`src/hw/rv_pkg.sv`:
```
// rv_pkg: shared constants, enums and structs of the RV64 multi-cycle core
package rv_pkg;

  localparam int XLEN = 64;
  localparam logic [XLEN-1:0] RESET_PC = 64'h8000_0000;
  localparam logic [31:0] NOP_INST = 32'h0000_0013;  // addi x0, x0, 0

  typedef enum logic [6:0] {
    OP_LOAD   = 7'b0000011,
    OP_IMM    = 7'b0010011,
    OP_AUIPC  = 7'b0010111,
    OP_IMM32  = 7'b0011011,
    OP_STORE  = 7'b0100011,
    OP_REG    = 7'b0110011,
    OP_LUI    = 7'b0110111,
    OP_REG32  = 7'b0111011,
    OP_BRANCH = 7'b1100011,
    OP_JALR   = 7'b1100111,
    OP_JAL    = 7'b1101111,
    OP_SYSTEM = 7'b1110011
  } opcode_e;

  typedef enum logic [3:0] {
    ALU_ADD    = 4'b0000,
    ALU_SLL    = 4'b0001,
    ALU_COPY_B = 4'b0011,  // lui
    ALU_OR     = 4'b0110,
    ALU_SUB    = 4'b1000,
    ALU_SLTU   = 4'b1010,
    ALU_DIV    = 4'b1011,
    ALU_MUL    = 4'b1100,
    ALU_REM    = 4'b1101,
    ALU_NONE   = 4'b1111
  } alu_op_e;

  typedef enum logic [2:0] {
    BR_NONE = 3'b000,
    BR_JAL  = 3'b001,
    BR_JALR = 3'b010,
    BR_EQ   = 3'b100,
    BR_NE   = 3'b101,
    BR_LTU  = 3'b110,
    BR_GEU  = 3'b111
  } branch_e;

  typedef enum logic [1:0] {
    BSRC_RS2  = 2'b00,
    BSRC_IMM  = 2'b01,
    BSRC_FOUR = 2'b10  // link address pc+4
  } bsrc_e;

  typedef enum logic [2:0] {
    MEM_B    = 3'b000,
    MEM_BU   = 3'b001,
    MEM_H    = 3'b010,
    MEM_HU   = 3'b011,
    MEM_W    = 3'b100,
    MEM_WU   = 3'b101,
    MEM_D    = 3'b110,
    MEM_NONE = 3'b111
  } mem_op_e;

  typedef struct packed {
    logic [XLEN-1:0] imm;
    logic [4:0]      ra;
    logic [4:0]      rb;
    logic [4:0]      rd;
    branch_e         branch;
    logic            asrc_pc;  // operand a is the pc
    bsrc_e           bsrc;
    alu_op_e         alu_op;
    logic            word_cut;
    logic            reg_wr;
    logic            mem_to_reg;
    logic            mem_wr;
    mem_op_e         mem_op;
    logic            halt;
    logic            illegal;
  } decode_t;

  typedef struct packed {
    logic [XLEN-1:0] addr;
    logic [XLEN-1:0] wdata;
    logic [7:0]      wstrb;
    logic            we;
  } mem_req_t;

  typedef enum logic [2:0] {
    ST_FETCH,
    ST_FETCH_WAIT,
    ST_EXEC,
    ST_MEM,
    ST_MEM_WAIT,
    ST_STOP
  } state_e;

endpackage
```
`src/hw/rv_regfile.sv`:
```
// rv_regfile: 32 x 64-bit integer registers, two read ports, x0 reads zero
`timescale 1ns/1ps

module rv_regfile
  import rv_pkg::*;
(
  input  logic            i_clk,
  input  logic            i_rst,
  input  logic [4:0]      i_ra,
  input  logic [4:0]      i_rb,
  input  logic [4:0]      i_rd,
  input  logic            i_wr_en,
  input  logic [XLEN-1:0] i_wr_data,
  output logic [XLEN-1:0] o_rs1,
  output logic [XLEN-1:0] o_rs2
);

  logic [XLEN-1:0] regs [32];

  always_ff @(posedge i_clk) begin
    if (i_rst) begin
      regs[0] <= '0;  // x0 cleared here, never written
    end else if (i_wr_en && (i_rd != 5'd0)) begin
      regs[i_rd] <= i_wr_data;
    end
  end

  assign o_rs1 = regs[i_ra];
  assign o_rs2 = regs[i_rb];

  a_x0_zero: assert property (@(posedge i_clk) disable iff (i_rst)
    ((i_ra == 5'd0) |-> (o_rs1 == '0)) and ((i_rb == 5'd0) |-> (o_rs2 == '0)));

endmodule

```
`config.mk`:
```
export PLATFORM = sky130hd
export DESIGN_NAME = rv_regfile
export DESIGN_NICKNAME = d
export VERILOG_FILES = /design/src/hw/rv_pkg.sv /design/src/hw/rv_regfile.sv
export SDC_FILE = /design/constraint.sdc
export NUM_CORES = 2
export LEC_CHECK = 0
export BUFFER_PORTS_ARGS = -buffer_cell sky130_fd_sc_hd__buf_4
export CORE_MARGIN = 5
export CORE_UTILIZATION = 57
export DETAILED_ROUTE_END_ITERATION = 10
export PLACE_DENSITY = 0.76
export SKIP_CTS_REPAIR_TIMING = 1
export SYNTH_ARGS = -nofsm -noshare
export SYNTH_HDL_FRONTEND = slang
export SYNTH_SLANG_ARGS = --single-unit
```
`constraint.sdc`:
```
create_clock -name i_clk -period 7.1 [get_ports i_clk]
set_input_delay 1.065 -clock i_clk [delete_from_list [all_inputs] [get_ports i_clk]]
set_output_delay 1.065 -clock i_clk [all_outputs]
set_load 0.03 [all_outputs]
```
==> summary.md <==
| Metric | Value |
|---|---|
| Reg clk slew, reported paths | 0.06 ns |
| Mapped cell area | approximately 94,000 um2 |
| Type of the worst setup path | input port to primary output |
| Initial DRC count | 7,175 |
| Tmin final | about 5 ns |
| Setup-failing EPs final | 0 |
| Power per cell area | between 200 and 250 nW/um2 |
| Final instance area | 105,600 um2 |
| Required time worst endpoint | 6.03 ns |
| Yosys warnings | 0 |
| Asr flop ratio synth | 0 |
| Largest registers | regs x2048 |
| Net Count, Synth | about 4,200 |
| Area growth from synthesis to layout | 11.84% |
| Routed WL per cell | slightly below 40 um |
| TritonRoute pass-1 iters | 5 |
| DRC Markers | 0 |
| Root Buffer | clkbuf_16 |
| Die height | between 400 and 500 um |
| CTS tree | built |
| # rows | approximately 150 |
| Data arrival, critical path | about 4.0 ns |
| Vias in the first global route | between 50,000 and 60,000 |
| Share of layout cells above drive strength 1 | 0.4393 |
| Class of the worst hold path | input port to register |
| Core Util, Final | 0.6406 |
| Register bit count reported by yosys | 2,048 |
| H-tree levels | 4 |
| Status | finished clean |
| CP Max Fanout | 57 |
| Register area share after synthesis | 0.6515 |
| Post-Syn Instances | between 4,000 and 5,000 |
| Total power | 25.64 mW |
| Final hold viol count | 0 |
| Total CTS buffers | 200 |
| Number of flip-flops in the largest register | approximately 2,000 |
| Vias | about 50,000 |
| Crit-path cells | buf_6 > buf_4 > nand2_1 > a211oi_1 > a211oi_1 > buf_4 |
| Fill cells | 10,640 |
| RSZ-0062 raised after global routing | no |
| Largest net degree at the start of global routing | ~100 |
| Syn Area/Cell | ~23 um2 |
| EDFF count, synth | slightly above 2,000 |
| Synth unique cells | 28 |
| Cell Area, Placed | about 100,000 um2 |
| Die width | 417.0 um |
| Clock Sinks | a little over 2,000 |
| Die area | 173,900 um2 |
| Max IR drop VDD | around 0.24 mV |
| Most frequent cells in the layout | edfxtp_1 (2,048), mux4_2 (1,164), buf_4 (294) |
| Setup tns final | 0 ns |
| Slew margin rel. | 0.1632 |
| Gr ovfl total | 0 |
| Hold_ws | just over 0.8 ns |
| Slew @ Worst Pin | about 1.3 ns |
| DP HPWL | 140,500 um |
| Fmax | about 0.20 GHz |
| Clock Path Buffers | 3 |
| CP max-delay cell | buf_4 |
| Worst setup SP type | input port |
| Largest Register | regs |
| Dominant synthesized flop cell | edfxtp_1 |
| P_leak | about 28 nW |
| Starting Density | 0.5728 |
| Vias per cell | ~7.5 |
| Port bufs | between 200 and 250 |
| Final worst-path cycle share | 0.7128 |
| Fin. max-slew vios | 0 |
| Post-route ant nets | 0 |
| Top-Level Pins | 210 |
| Commonest non-fill, non-tap cell in the layout | edfxtp_1 |
| Delay-heaviest family, CP | buffers and inverters |
| Max-cap violations | 0 |
| Max incr delay on CP | between 0.8 and 0.9 ns |
| Total GRT Usage | 0.3039 |
| Worst Path Buf+Inv | 3 |
| Antenna violations before repair | 5 |
| Core area | roughly 160,000 um2 |
| Final net count | around 4,500 |
| First-pass GRT wire length | around 380,000 um |
| Total wire length | 262,800 um |
| CP Capture Type | primary output |
| Final GP Congestion | between 0.7 and 0.8 |
-- final timing paths --
kind                     from           to  slack [ns]  depth (start not counted)
worst max-delay path  i_ra[4]    o_rs1[21]        2.04                          6
worst min-delay path  i_rd[1]  regs[5][43]        0.82                          3
-- layout make-up --
cell class                      instances  area, um2  share of cell area
Clock inverter                        128       1170             0.01108
Sequential cell                      2048      61500              0.5825
Timing Repair Buffer                  353       3319             0.03144
Antenna cell                            3      7.507          0.00007111
Multi-Input combinational cell       1775      31650              0.2998
Tap cell                             2189       2739             0.02594
Clock buffer                          242       5184             0.04910
-- through the flow --
stage	cells	setup WS, ns
5_1_grt	6735	1.901
3_5_place_dp	6365	1.980
4_1_cts	6735	1.977
2_1_floorplan	4150	0.2506
6_report	6738	2.039
3_3_place_gp	6365	1.971
-- logic make-up after synthesis --
logic type | count (synthesis) | synth area share
buf+inv | 327 | 0.01587
flops | 2048 | 0.6515
mux | 1470 | 0.3124
compound gates | 150 | 0.01112
simple gates | 155 | 0.009172
-- where the power goes --
part	total (mW)	switching, mW	leakage, nW	internal [mW]
sequential	13.4	0.0546	15.2	13.4
clock	10.4	4.55	3.10	5.82
combinational	1.83	1.05	9.77	0.783
-- metal layers --
| layer | up-vias | part of all wire | GRT usage |
|---|---|---|---|
| met5 | - | 0.00018 | 0 |
| met4 | 6 | 0.042 | 0.1134 |
| met3 | 570 | 0.11 | 0.05834 |
| met2 | 3837 | 0.50 | 0.4927 |
| met1 | 27370 | 0.35 | 0.4196 |
| li1 | 19050 | - | - |
-- synthesized netlist by cell type (all sizes together) (11+ instances only) --
master,n,area share
edfxtp,2048,0.65
mux4,1164,0.28
buf,180,0.010
mux2,167,0.020
clkbuf,147,0.0058
mux2i,139,0.015
and2,67,0.0044
o22ai,36,0.0024
nor2,35,0.0014
a221oi,32,0.0030
nor2b,27,0.0018
a211oi,22,0.0017
o21ai,22,0.0012
a21oi,12,0.00064
a21boi,11,0.00087
o22a,11,0.0010
(Power assumes the default switching activity.)
