===== src/hw/rv_pkg.sv =====
// rv_pkg: shared constants, enums and structs of the RV64 multi-cycle core
package rv_pkg;

  localparam int XLEN = 64;
  localparam logic [XLEN-1:0] RESET_PC = 64'h8000_0000;
  localparam logic [31:0] NOP_INST = 32'h0000_0013;  // addi x0, x0, 0

  typedef enum logic [6:0] {
    OP_LOAD   = 7'b0000011,
    OP_IMM    = 7'b0010011,
    OP_AUIPC  = 7'b0010111,
    OP_IMM32  = 7'b0011011,
    OP_STORE  = 7'b0100011,
    OP_REG    = 7'b0110011,
    OP_LUI    = 7'b0110111,
    OP_REG32  = 7'b0111011,
    OP_BRANCH = 7'b1100011,
    OP_JALR   = 7'b1100111,
    OP_JAL    = 7'b1101111,
    OP_SYSTEM = 7'b1110011
  } opcode_e;

  typedef enum logic [3:0] {
    ALU_ADD    = 4'b0000,
    ALU_SLL    = 4'b0001,
    ALU_COPY_B = 4'b0011,  // lui
    ALU_OR     = 4'b0110,
    ALU_SUB    = 4'b1000,
    ALU_SLTU   = 4'b1010,
    ALU_DIV    = 4'b1011,
    ALU_MUL    = 4'b1100,
    ALU_REM    = 4'b1101,
    ALU_NONE   = 4'b1111
  } alu_op_e;

  typedef enum logic [2:0] {
    BR_NONE = 3'b000,
    BR_JAL  = 3'b001,
    BR_JALR = 3'b010,
    BR_EQ   = 3'b100,
    BR_NE   = 3'b101,
    BR_LTU  = 3'b110,
    BR_GEU  = 3'b111
  } branch_e;

  typedef enum logic [1:0] {
    BSRC_RS2  = 2'b00,
    BSRC_IMM  = 2'b01,
    BSRC_FOUR = 2'b10  // link address pc+4
  } bsrc_e;

  typedef enum logic [2:0] {
    MEM_B    = 3'b000,
    MEM_BU   = 3'b001,
    MEM_H    = 3'b010,
    MEM_HU   = 3'b011,
    MEM_W    = 3'b100,
    MEM_WU   = 3'b101,
    MEM_D    = 3'b110,
    MEM_NONE = 3'b111
  } mem_op_e;

  typedef struct packed {
    logic [XLEN-1:0] imm;
    logic [4:0]      ra;
    logic [4:0]      rb;
    logic [4:0]      rd;
    branch_e         branch;
    logic            asrc_pc;  // operand a is the pc
    bsrc_e           bsrc;
    alu_op_e         alu_op;
    logic            word_cut;
    logic            reg_wr;
    logic            mem_to_reg;
    logic            mem_wr;
    mem_op_e         mem_op;
    logic            halt;
    logic            illegal;
  } decode_t;

  typedef struct packed {
    logic [XLEN-1:0] addr;
    logic [XLEN-1:0] wdata;
    logic [7:0]      wstrb;
    logic            we;
  } mem_req_t;

  typedef enum logic [2:0] {
    ST_FETCH,
    ST_FETCH_WAIT,
    ST_EXEC,
    ST_MEM,
    ST_MEM_WAIT,
    ST_STOP
  } state_e;

endpackage

===== src/hw/rv_lsu.sv =====
// rv_lsu: data request builder with byte lanes and strobes, load extract and extend
`timescale 1ns/1ps

module rv_lsu
  import rv_pkg::*;
(
  input  logic [XLEN-1:0] i_addr,
  input  logic [XLEN-1:0] i_rs2,
  input  mem_op_e         i_mem_op,
  input  logic            i_mem_wr,
  input  logic [XLEN-1:0] i_rdata,
  output mem_req_t        o_req,
  output logic [XLEN-1:0] o_load_data
);

  logic [2:0]      lane;
  logic [5:0]      shamt;
  logic [7:0]      size_mask, wstrb;
  logic [XLEN-1:0] rshift;
  logic            aligned;

  assign lane  = i_addr[2:0];
  assign shamt = {lane, 3'b000};

  always_comb begin
    case (i_mem_op)
      MEM_B, MEM_BU: begin
        size_mask = 8'h01;
        aligned   = 1'b1;
      end
      MEM_H, MEM_HU: begin
        size_mask = 8'h03;
        aligned   = ~lane[0];
      end
      MEM_W, MEM_WU: begin
        size_mask = 8'h0f;
        aligned   = (lane[1:0] == 2'b00);
      end
      MEM_D: begin
        size_mask = 8'hff;
        aligned   = (lane == 3'b000);
      end
      default: begin
        size_mask = 8'h00;
        aligned   = 1'b1;
      end
    endcase
  end

  assign wstrb = i_mem_wr ? (size_mask << lane) : 8'h00;
  assign o_req = '{addr: i_addr, wdata: i_rs2 << shamt, wstrb: wstrb, we: i_mem_wr};

  assign rshift = i_rdata >> shamt;  // addressed byte to lane 0

  always_comb begin
    case (i_mem_op)
      MEM_B:   o_load_data = {{56{rshift[7]}}, rshift[7:0]};
      MEM_BU:  o_load_data = {56'b0, rshift[7:0]};
      MEM_H:   o_load_data = {{48{rshift[15]}}, rshift[15:0]};
      MEM_HU:  o_load_data = {48'b0, rshift[15:0]};
      MEM_W:   o_load_data = {{32{rshift[31]}}, rshift[31:0]};
      MEM_WU:  o_load_data = {32'b0, rshift[31:0]};
      default: o_load_data = rshift;
    endcase
  end

  // the control unit parks a nop between instructions, so only live accesses get here
  always_comb begin
    if (i_mem_op != MEM_NONE) begin
      a_aligned: assert final (aligned);
    end
  end

endmodule


===== config.mk =====
export PLATFORM = sky130hd
export DESIGN_NAME = rv_lsu
export DESIGN_NICKNAME = d
export VERILOG_FILES = /design/src/hw/rv_pkg.sv /design/src/hw/rv_lsu.sv
export SDC_FILE = /design/constraint.sdc
export NUM_CORES = 1
export LEC_CHECK = 0
export ABC_AREA = 1
export BUFFER_PORTS_ARGS = -buffer_cell sky130_fd_sc_hd__buf_2
export CAP_MARGIN = 0
export CORE_AREA = 2 2 155 157
export DETAILED_ROUTE_END_ITERATION = 10
export DIE_AREA = 0 0 157 159
export PLACE_DENSITY = 0.5
export SLEW_MARGIN = 10
export SYNTH_ARGS = -nofsm -noshare
export SYNTH_HDL_FRONTEND = slang
export SYNTH_SLANG_ARGS = --single-unit

===== constraint.sdc =====
create_clock -name vclk -period 1.8
set_clock_uncertainty 0.2 [all_clocks]
set_input_delay 0.36 -clock vclk [all_inputs]
set_output_delay 0.36 -clock vclk [all_outputs]
set_load 0.005 [all_outputs]

==> impl_metrics.ini <==
[drt]
drc = 0
wire_per_inst_um = 18.74
viasPerCell = 4.993
vias = 7719
ant_nets = 0
drtPass1Iterations = 6
drt_wl_total_um = 28970
drt_iter0_drc = 570

[timing]
rsz0062_at_grt = true
finalWorstSetupSlack_ps = -377.7
period_share = 1.210
tightest_slew_ps = 329.0
slew_violations = 0
hold_violations = 0
max_freq_mhz = 459.2
relSlewSlack = 0.7806
setup_violations = 133
fin_crit_ps = 2178

[global_route]
met1_usage = 0.2720
grt_pass1_wl_um = 41260
grt.met3_usage = 0.04491
antenna_found_initial = 5
track_usage = 0.2096
grt_use_met2 = 0.3525
grt_overflow_total = 0
grt_max_degree = 40
grt_pass1_vias = 7194
busiest_layer = met2

[final_layout]
final_util = 0.3700
seq_cells = 0
drive_gt1_frac = 0.5314
final_cells = 1546
final_nets = 1423
nClkBuffers = 0
final_cell_mix = nand2_1, buf_2, nand3_1, buf_4, nand2_2
final_common_cell = nand2_1
regArea_um2 = 0
area_growth_pct = 81.55

[worst_setup_path]
cpPeakStageDelay_ps = 170
critical_path.slowest_cell = buf_16
crit_chain = buf_16, buf_16, nand2_4, nand3_2, nand3_2, nand2_2, nand2_4, nand2_4, inv_8, buf_12, nand2_2, buf_2
startpoint_type = input port
cp.required_ps = 1240
crit_fanout = 7
cp-end-kind = output port
arrival_ps = 1620
critical_path_class = input port to output port
crit_top_cell = nand2_4

[place]
place_congestion = 0.9030
place_inst = 1492
place_worst_setup_slack_ps = -597.4
portBuffers = 275
dpl.hpwl_um = 19960

[power]
pwr_density_cell_nw_per_um2 = 287.0
leakage_nw = 4.421
max-vdd-ir-drop_mv = 0.1083
power_mw = 2.463

[hold_path]
hp-start = i_addr[44]
hp-class = input port to output port
hold_path_end = o_req[117]
hold_depth = 0

[outcome]
outcome = finished with violations
violations = setup timing

[yosys]
postSynthAreaPerCell_um2 = 5.066
syn-num-nets = 1129
synth_cells = 933
yosysSeqAreaShare = 0
syn_area_um2 = 4727
yosys.cell_types.count = 33
synth_warnings = 0

[floorplan]
dieArea_um2 = 24960
die_w_um = 157
initial_utilization = 0.2038
num_rows = 56
core_um2 = 23190
io_pins = 397
die_height_um = 159

[job]
drv_cap = 0

[cts]
postCtsHoldBufs = 0
[stage by stage]
step / hold WS (ps) / instance area, um2 / setup TNS, ps
floorplan: 600.8 / 4733 / 0
global placement: 520.0 / 6594 / -48610
detailed placement: 520.0 / 6594 / -48760
CTS: 520.0 / 7826 / -34230
global route: 520.0 / 8577 / -42880
finish: 520.0 / 8582 / -35420
[worst max path at each step]
stage | slack [ps] | to | cells past startpoint | startpoint
after CTS | -360 | o_load_data[19] | 11 | i_addr[0]
after global placement | -620 | o_load_data[17] | 11 | i_addr[0]
after detailed placement | -600 | o_load_data[17] | 11 | i_addr[0]
final | -380 | o_load_data[16] | 12 | i_addr[0]
after global routing | -440 | o_load_data[60] | 11 | i_addr[0]
after floorplan | 10 | o_req[5] | 5 | i_mem_op[1]
[power breakdown]
group	internal, mW	switching, mW
clock	0.000000149	0
sequential	0	0
combinational	1.16	1.31
[final cells by class]
| class | instances | area, um2 |
|---|---|---|
| repair buffers | 441 | 3493 |
| diodes | 2 | 5.005 |
| repair inverters | 2 | 17.52 |
| fillers | 2605 | 14610 |
| multi-input cells | 760 | 4538 |
| inverters | 22 | 128.9 |
| well taps | 319 | 399.1 |
[worst max-delay path, delay by kind of cell]
family	cells	cell delay, ps
buf+inv	5	670
simple gates	7	580
[per-layer routing]
layer  wire [um]  vias to the layer above  part of all wire
met5          31                        -            0.0011
met4         868                        6             0.030
met3        2578                       74             0.089
met2       13490                      421              0.47
met1       12000                     3555              0.41
li1            -                     3663                 -
[Yosys cell counts, types with 2 or more instances]
cell type | number | area share
nand2_1 | 329 | 0.26
nand3_1 | 124 | 0.13
buf_4 | 76 | 0.12
o21ai_0 | 73 | 0.077
nor2_1 | 61 | 0.048
o21ai_1 | 38 | 0.040
nand4_1 | 34 | 0.045
buf_2 | 33 | 0.035
mux2i_1 | 25 | 0.053
clkbuf_1 | 22 | 0.017
o211ai_1 | 19 | 0.030
inv_1 | 17 | 0.013
or2_2 | 11 | 0.015
buf_6 | 10 | 0.024
nand2_2 | 10 | 0.013
a21oi_1 | 9 | 0.0095
buf_1 | 8 | 0.0064
o21a_1 | 8 | 0.013
inv_2 | 4 | 0.0032
or2_1 | 4 | 0.0053
o21ai_2 | 3 | 0.0056
a21oi_2 | 2 | 0.0037
nand2_4 | 2 | 0.0048
nand3_2 | 2 | 0.0042
[cells by family after synthesis]
family                 synth area share
multiplexers                    0.05294
AO/OA/AOI/OAI                    0.1821
buffers and inverters            0.2287
AND/OR/NAND/NOR                  0.5363
[what timing repair did]
item                                   in CTS  in global routing
buffers inserted                           27                 17
pin swaps                                  54                 50
endpoints found under the hold margin       0                  0
gates cloned                               15                  3
setup endpoints to repair                 136                136
resized for setup                         216                172
Power figures use the tool's default switching activity.
