## src/hw/rv_pkg.sv

```systemverilog
// rv_pkg: shared constants, enums and structs of the RV64 multi-cycle core
package rv_pkg;

  localparam int XLEN = 64;
  localparam logic [XLEN-1:0] RESET_PC = 64'h8000_0000;
  localparam logic [31:0] NOP_INST = 32'h0000_0013;  // addi x0, x0, 0

  typedef enum logic [6:0] {
    OP_LOAD   = 7'b0000011,
    OP_IMM    = 7'b0010011,
    OP_AUIPC  = 7'b0010111,
    OP_IMM32  = 7'b0011011,
    OP_STORE  = 7'b0100011,
    OP_REG    = 7'b0110011,
    OP_LUI    = 7'b0110111,
    OP_REG32  = 7'b0111011,
    OP_BRANCH = 7'b1100011,
    OP_JALR   = 7'b1100111,
    OP_JAL    = 7'b1101111,
    OP_SYSTEM = 7'b1110011
  } opcode_e;

  typedef enum logic [3:0] {
    ALU_ADD    = 4'b0000,
    ALU_SLL    = 4'b0001,
    ALU_COPY_B = 4'b0011,  // lui
    ALU_OR     = 4'b0110,
    ALU_SUB    = 4'b1000,
    ALU_SLTU   = 4'b1010,
    ALU_DIV    = 4'b1011,
    ALU_MUL    = 4'b1100,
    ALU_REM    = 4'b1101,
    ALU_NONE   = 4'b1111
  } alu_op_e;

  typedef enum logic [2:0] {
    BR_NONE = 3'b000,
    BR_JAL  = 3'b001,
    BR_JALR = 3'b010,
    BR_EQ   = 3'b100,
    BR_NE   = 3'b101,
    BR_LTU  = 3'b110,
    BR_GEU  = 3'b111
  } branch_e;

  typedef enum logic [1:0] {
    BSRC_RS2  = 2'b00,
    BSRC_IMM  = 2'b01,
    BSRC_FOUR = 2'b10  // link address pc+4
  } bsrc_e;

  typedef enum logic [2:0] {
    MEM_B    = 3'b000,
    MEM_BU   = 3'b001,
    MEM_H    = 3'b010,
    MEM_HU   = 3'b011,
    MEM_W    = 3'b100,
    MEM_WU   = 3'b101,
    MEM_D    = 3'b110,
    MEM_NONE = 3'b111
  } mem_op_e;

  typedef struct packed {
    logic [XLEN-1:0] imm;
    logic [4:0]      ra;
    logic [4:0]      rb;
    logic [4:0]      rd;
    branch_e         branch;
    logic            asrc_pc;  // operand a is the pc
    bsrc_e           bsrc;
    alu_op_e         alu_op;
    logic            word_cut;
    logic            reg_wr;
    logic            mem_to_reg;
    logic            mem_wr;
    mem_op_e         mem_op;
    logic            halt;
    logic            illegal;
  } decode_t;

  typedef struct packed {
    logic [XLEN-1:0] addr;
    logic [XLEN-1:0] wdata;
    logic [7:0]      wstrb;
    logic            we;
  } mem_req_t;

  typedef enum logic [2:0] {
    ST_FETCH,
    ST_FETCH_WAIT,
    ST_EXEC,
    ST_MEM,
    ST_MEM_WAIT,
    ST_STOP
  } state_e;

endpackage
```

## src/hw/rv_idu.sv

```systemverilog
// rv_idu: combinational RV64 instruction decoder, builds control fields and immediate
`timescale 1ns/1ps

module rv_idu
  import rv_pkg::*;
(
  input  logic [31:0] i_inst,
  output decode_t     o_dec
);

  opcode_e         opcode;
  logic [2:0]      funct3;
  logic [6:0]      funct7;
  logic [XLEN-1:0] imm_i, imm_u, imm_s, imm_b, imm_j, imm_sel;
  alu_op_e         alu_op;
  branch_e         branch;
  mem_op_e         mem_op;
  bsrc_e           bsrc;

  assign opcode = opcode_e'(i_inst[6:0]);
  assign funct3 = i_inst[14:12];
  assign funct7 = i_inst[31:25];

  assign imm_i = {{52{i_inst[31]}}, i_inst[31:20]};
  assign imm_u = {{32{i_inst[31]}}, i_inst[31:12], 12'b0};
  assign imm_s = {{52{i_inst[31]}}, i_inst[31:25], i_inst[11:7]};
  assign imm_b = {{52{i_inst[31]}}, i_inst[7], i_inst[30:25], i_inst[11:8], 1'b0};
  assign imm_j = {{44{i_inst[31]}}, i_inst[19:12], i_inst[20], i_inst[30:21], 1'b0};

  wire inst_lui    = (opcode == OP_LUI);
  wire inst_auipc  = (opcode == OP_AUIPC);
  wire inst_jal    = (opcode == OP_JAL);
  wire inst_jalr   = (opcode == OP_JALR) && (funct3 == 3'b000);
  wire inst_beq    = (opcode == OP_BRANCH) && (funct3 == 3'b000);
  wire inst_bne    = (opcode == OP_BRANCH) && (funct3 == 3'b001);
  wire inst_bltu   = (opcode == OP_BRANCH) && (funct3 == 3'b110);
  wire inst_bgeu   = (opcode == OP_BRANCH) && (funct3 == 3'b111);
  wire inst_lh     = (opcode == OP_LOAD) && (funct3 == 3'b001);
  wire inst_lw     = (opcode == OP_LOAD) && (funct3 == 3'b010);
  wire inst_ld     = (opcode == OP_LOAD) && (funct3 == 3'b011);
  wire inst_lbu    = (opcode == OP_LOAD) && (funct3 == 3'b100);
  wire inst_lhu    = (opcode == OP_LOAD) && (funct3 == 3'b101);
  wire inst_sb     = (opcode == OP_STORE) && (funct3 == 3'b000);
  wire inst_sh     = (opcode == OP_STORE) && (funct3 == 3'b001);
  wire inst_sw     = (opcode == OP_STORE) && (funct3 == 3'b010);
  wire inst_sd     = (opcode == OP_STORE) && (funct3 == 3'b011);
  wire inst_addi   = (opcode == OP_IMM) && (funct3 == 3'b000);
  wire inst_slli   = (opcode == OP_IMM) && (funct3 == 3'b001) && (funct7[6:1] == 6'b0);
  wire inst_sltiu  = (opcode == OP_IMM) && (funct3 == 3'b011);
  wire inst_add    = (opcode == OP_REG) && (funct3 == 3'b000) && (funct7 == 7'b0000000);
  wire inst_sub    = (opcode == OP_REG) && (funct3 == 3'b000) && (funct7 == 7'b0100000);
  wire inst_or     = (opcode == OP_REG) && (funct3 == 3'b110) && (funct7 == 7'b0000000);
  wire inst_addiw  = (opcode == OP_IMM32) && (funct3 == 3'b000);
  wire inst_addw   = (opcode == OP_REG32) && (funct3 == 3'b000) && (funct7 == 7'b0000000);
  wire inst_mulw   = (opcode == OP_REG32) && (funct3 == 3'b000) && (funct7 == 7'b0000001);
  wire inst_divw   = (opcode == OP_REG32) && (funct3 == 3'b100) && (funct7 == 7'b0000001);
  wire inst_remw   = (opcode == OP_REG32) && (funct3 == 3'b110) && (funct7 == 7'b0000001);
  wire inst_ebreak = (opcode == OP_SYSTEM) && (i_inst[31:7] == 25'h0002000);

  wire inst_load = |{inst_lh, inst_lhu, inst_lw, inst_lbu, inst_ld};
  wire type_r    = |{inst_add, inst_sub, inst_or, inst_addw, inst_mulw, inst_divw, inst_remw};
  wire type_i    = |{inst_jalr, inst_load, inst_addi, inst_sltiu, inst_slli, inst_addiw};
  wire type_u    = inst_lui | inst_auipc;
  wire type_s    = |{inst_sb, inst_sh, inst_sw, inst_sd};
  wire type_b    = |{inst_beq, inst_bne, inst_bltu, inst_bgeu};
  wire legal     = |{type_r, type_i, type_u, type_s, type_b, inst_jal, inst_ebreak};

  always_comb begin
    if (type_u) imm_sel = imm_u;
    else if (type_s) imm_sel = imm_s;
    else if (type_b) imm_sel = imm_b;
    else if (inst_jal) imm_sel = imm_j;
    else imm_sel = imm_i;
  end

  always_comb begin
    if (inst_lui) alu_op = ALU_COPY_B;
    else if (|{inst_auipc, inst_jal, inst_jalr, inst_addi, inst_add, inst_load, type_s,
               inst_addiw, inst_addw}) alu_op = ALU_ADD;
    else if (type_b | inst_sub) alu_op = ALU_SUB;  // branches compare through sub
    else if (inst_sltiu) alu_op = ALU_SLTU;
    else if (inst_or) alu_op = ALU_OR;
    else if (inst_slli) alu_op = ALU_SLL;
    else if (inst_mulw) alu_op = ALU_MUL;
    else if (inst_divw) alu_op = ALU_DIV;
    else if (inst_remw) alu_op = ALU_REM;
    else alu_op = ALU_NONE;
  end

  always_comb begin
    if (inst_jal) branch = BR_JAL;
    else if (inst_jalr) branch = BR_JALR;
    else if (inst_beq) branch = BR_EQ;
    else if (inst_bne) branch = BR_NE;
    else if (inst_bltu) branch = BR_LTU;
    else if (inst_bgeu) branch = BR_GEU;
    else branch = BR_NONE;
  end

  always_comb begin
    if (inst_sb) mem_op = MEM_B;
    else if (inst_lbu) mem_op = MEM_BU;
    else if (inst_sh | inst_lh) mem_op = MEM_H;
    else if (inst_lhu) mem_op = MEM_HU;
    else if (inst_sw | inst_lw) mem_op = MEM_W;
    else if (inst_sd | inst_ld) mem_op = MEM_D;
    else mem_op = MEM_NONE;
  end

  assign bsrc = (inst_jal | inst_jalr) ? BSRC_FOUR :
                (type_i | type_u | type_s) ? BSRC_IMM : BSRC_RS2;

  // unmatched encodings leave every enable low
  assign o_dec = '{
    imm:        imm_sel,
    ra:         i_inst[19:15],
    rb:         i_inst[24:20],
    rd:         i_inst[11:7],
    branch:     branch,
    asrc_pc:    inst_jal | inst_jalr | inst_auipc,
    bsrc:       bsrc,
    alu_op:     alu_op,
    word_cut:   |{inst_addiw, inst_addw, inst_mulw, inst_divw, inst_remw},
    reg_wr:     |{type_r, type_i, type_u, inst_jal},
    mem_to_reg: inst_load,
    mem_wr:     type_s,
    mem_op:     mem_op,
    halt:       inst_ebreak,
    illegal:    ~legal
  };

endmodule

```

## config.mk

```make
export PLATFORM = sky130hd
export DESIGN_NAME = rv_idu
export DESIGN_NICKNAME = d
export VERILOG_FILES = /design/src/hw/rv_pkg.sv /design/src/hw/rv_idu.sv
export SDC_FILE = /design/constraint.sdc
export NUM_CORES = 1
export LEC_CHECK = 0
export ABC_CLOCK_PERIOD_IN_PS = 6900
export BUFFER_PORTS_ARGS = -buffer_cell sky130_fd_sc_hd__buf_4
export CAP_MARGIN = 20
export CORE_ASPECT_RATIO = 2
export CORE_UTILIZATION = 43
export DETAILED_ROUTE_END_ITERATION = 10
export GPL_ROUTABILITY_DRIVEN = 0
export PLACE_DENSITY = 0.91
export SLEW_MARGIN = 20
export SYNTH_ARGS = -nofsm -noshare
export SYNTH_HDL_FRONTEND = slang
export SYNTH_SLANG_ARGS = --single-unit
```

## constraint.sdc

```tcl
create_clock -name vclk -period 6.9
set_clock_uncertainty 0.1 [all_clocks]
set_input_delay 1.38 -clock vclk [all_inputs]
set_output_delay 1.38 -clock vclk [all_outputs]
set_load 0.005 [all_outputs]
```

==> results by group <==
Critical path
  – Critical Path AT: 3340 ps
  – CP most frequent cell: buf_4
  – Critical path fanouts, max: 9
  – CP Buf/Inv Count: 2
  – Cell family with most CP delay: simple AND/OR/NAND/NOR gates
  – Worst EP required: 5420 ps
  – Crit Path Category: input pin to output port
  – Crit. End Element: output port
  – CP cell instances: buf_4, nand4bb_1, nor4_2, nor2_1, nand2_1, a21oi_1, buf_4
  – Startpoint types: input pin
  – Slowest CP cell: nor4_2
  – Slowest cell delay on critical path: between 800 and 900 ps

Floorplan
  – # IOs: between 100 and 150
  – FP Rows: 29
  – Height of the chip: 83.1 um
  – Die X: between 40 and 50 um
  – Die area: 3540 um2
  – Initial core utilization: 44.8%
  – Core Box Area: 3160 um2

Clocking
  – Cts hold-fix bufs: 0
  – Post-CTS Setup Repair Bufs: 0
  – CTS resizes: 0

Finish
  – Diodes inserted: 0
  – Count of sequential standard cells: 0
  – Multi-input gate area: 948 um2
  – # clk buffers: 0
  – # fillers: 290
  – Share of layout cells above drive strength 1: approximately half
  – Final nets: around 320
  – Fin cells: 316
  – Area growth from synthesis to layout: 41.1%
  – Flip-flop and latch area: 0 um2

Min path
  – Hold_sp: i_inst[9]
  – Worst Hold Class: input pin to output port
  – Hold Crit Depth: 2
  – Hold EP: o_dec[21]

STA
  – Setup TNS Final: 0 ps
  – Final period utilization: 69.9%
  – Unrepaired setup endpoints after global routing: no
  – Max Clk Rate: 207 MHz
  – Worst-margin pin slew: about 840 ps
  – Minimum clock period after layout: 4820 ps
  – Final hold violation count: 0
  – Final setup fails: 0
  – Slew Limit Fails: 0
  – Slew margin rel.: 43.8%

Synthesis
  – Synth top area share: 27.1%
  – Mean Syn Cell Area: ~6.5 um2
  – Mapped Nets: 250
  – Seq/Total Area, Yosys: 0%
  – Most numerous cell in the Yosys netlist: buf_4
  – Mapped Area: 1420 um2
  – YS warnings: 0
  – Area leader, netlist: buf_4
  – Synth top cells by count: buf_4 (51), nor2_1 (18), nand2_1 (17), o21ai_0 (15), a21o_1 (11)
  – Synth area leaders: buf_4 (27%), a21o_1 (5.8%), o21ai_0 (5.3%)
  – Gate count of the mapped netlist: 218
  – Distinct cells, synth: 49

Run
  – Max-cap violations: 0

Routing
  – Post-DR vias/cell: 5.83
  – WL/cell: 15.2 um
  – Initial DRC count: 64
  – Overall routed net length: 4810 um
  – Drt drc: 0
  – Drt pass-1 iters: 4
  – Routed vias: 1841
  – Routed Antenna Nets: 0

GRT
  – Tot GR Track Use: 25.4%
  – First-pass GRT wire length: between 7000 and 8000 um
  – Largest net degree at the start of global routing: 38
  – Vias in the first global route: 1633
  – Remaining global-route overflow: 0
  – Initial antenna violation count: 0

Power
  – Leakage: 0.00100 uW
  – Max IR drop VDD: around 32 uV
  – P per Cell Area: 50.5 nW/um2

Place
  – Cells after DPL: around 320
  – # port buffers: 130
  – Dpl hpwl: 3890 um

Run status
  – Status: finished clean
[cells in the final DEF, fill, tap and decap left out, types with 2 or more instances in the layout]
| cell type | count |
|---|---|
| inv_1 | 5 |
| nor4b_1 | 4 |
| o31ai_1 | 2 |
| or3_1 | 5 |
| o21ai_0 | 15 |
| nand2b_1 | 2 |
| nand2_1 | 17 |
| nor3b_1 | 2 |
| nor4_1 | 9 |
| a21oi_1 | 8 |
| nor2b_1 | 8 |
| a21o_1 | 11 |
| nand3b_1 | 3 |
| nor2_1 | 18 |
| nand4b_1 | 3 |
| o21bai_1 | 2 |
| nor3_1 | 6 |
| nand3_1 | 5 |
| buf_4 | 132 |
| o2111ai_1 | 2 |
[kinds of logic after synthesis]
group           after synthesis  share of synthesized area, %
buf+inv                      70                          33.3
compound gates               51                          26.1
xor+xnor                      2                          1.24
mux                           2                          1.50
simple gates                 93                          37.8
[worst max path at each step]
| stage | from | end | cells past startpoint | slack [ps] |
|---|---|---|---|---|
| final | i_inst[3] | o_dec[35] | 7 | 2080 |
| after CTS | i_inst[3] | o_dec[35] | 7 | 2090 |
| after global routing | i_inst[3] | o_dec[38] | 6 | 1840 |
| after detailed placement | i_inst[3] | o_dec[35] | 7 | 2090 |
| after floorplan | i_inst[12] | o_dec[9] | 6 | 2700 |
| after global placement | i_inst[3] | o_dec[35] | 7 | 2110 |
[report_power, final]
part           leakage [uW]  switching, uW  internal (uW)
registers                 0              0              0
logic               0.00100           46.3           54.7
clock network             0              0              0
total               0.00100           46.3           54.7
[area by class of cell]
cell class,instances,area share (%)
Timing Repair Buffer,132,49.6
Multi-Input combinational cell,148,47.5
Tap cell,31,1.94
Inverter,5,0.940
[through the flow]
stage | total power (uW) | setup slack (ps) | utilization (%) | hold WS [ps] | cell area (um2)
2_1_floorplan | 55.2 | 2700 | - | 2740 | 1420
3_3_place_gp | 99.6 | 2110 | 63.3 | 2840 | 2000
3_5_place_dp | 101 | 2090 | 63.3 | 2840 | 2000
4_1_cts | 101 | 2090 | 63.3 | 2840 | 2000
5_1_grt | 109 | 1840 | 63.3 | 2850 | 2000
6_report | 101 | 2080 | 63.3 | 2840 | 2000
[per-layer routing]
metal	vias up	GRT usage, %	wire, um
met4	0	7.95	112
met5	-	0	0
met2	126	50.1	2670
met1	827	26.9	1670
li1	872	-	-
met3	16	1.30	359
Power figures use the tool's default switching activity.
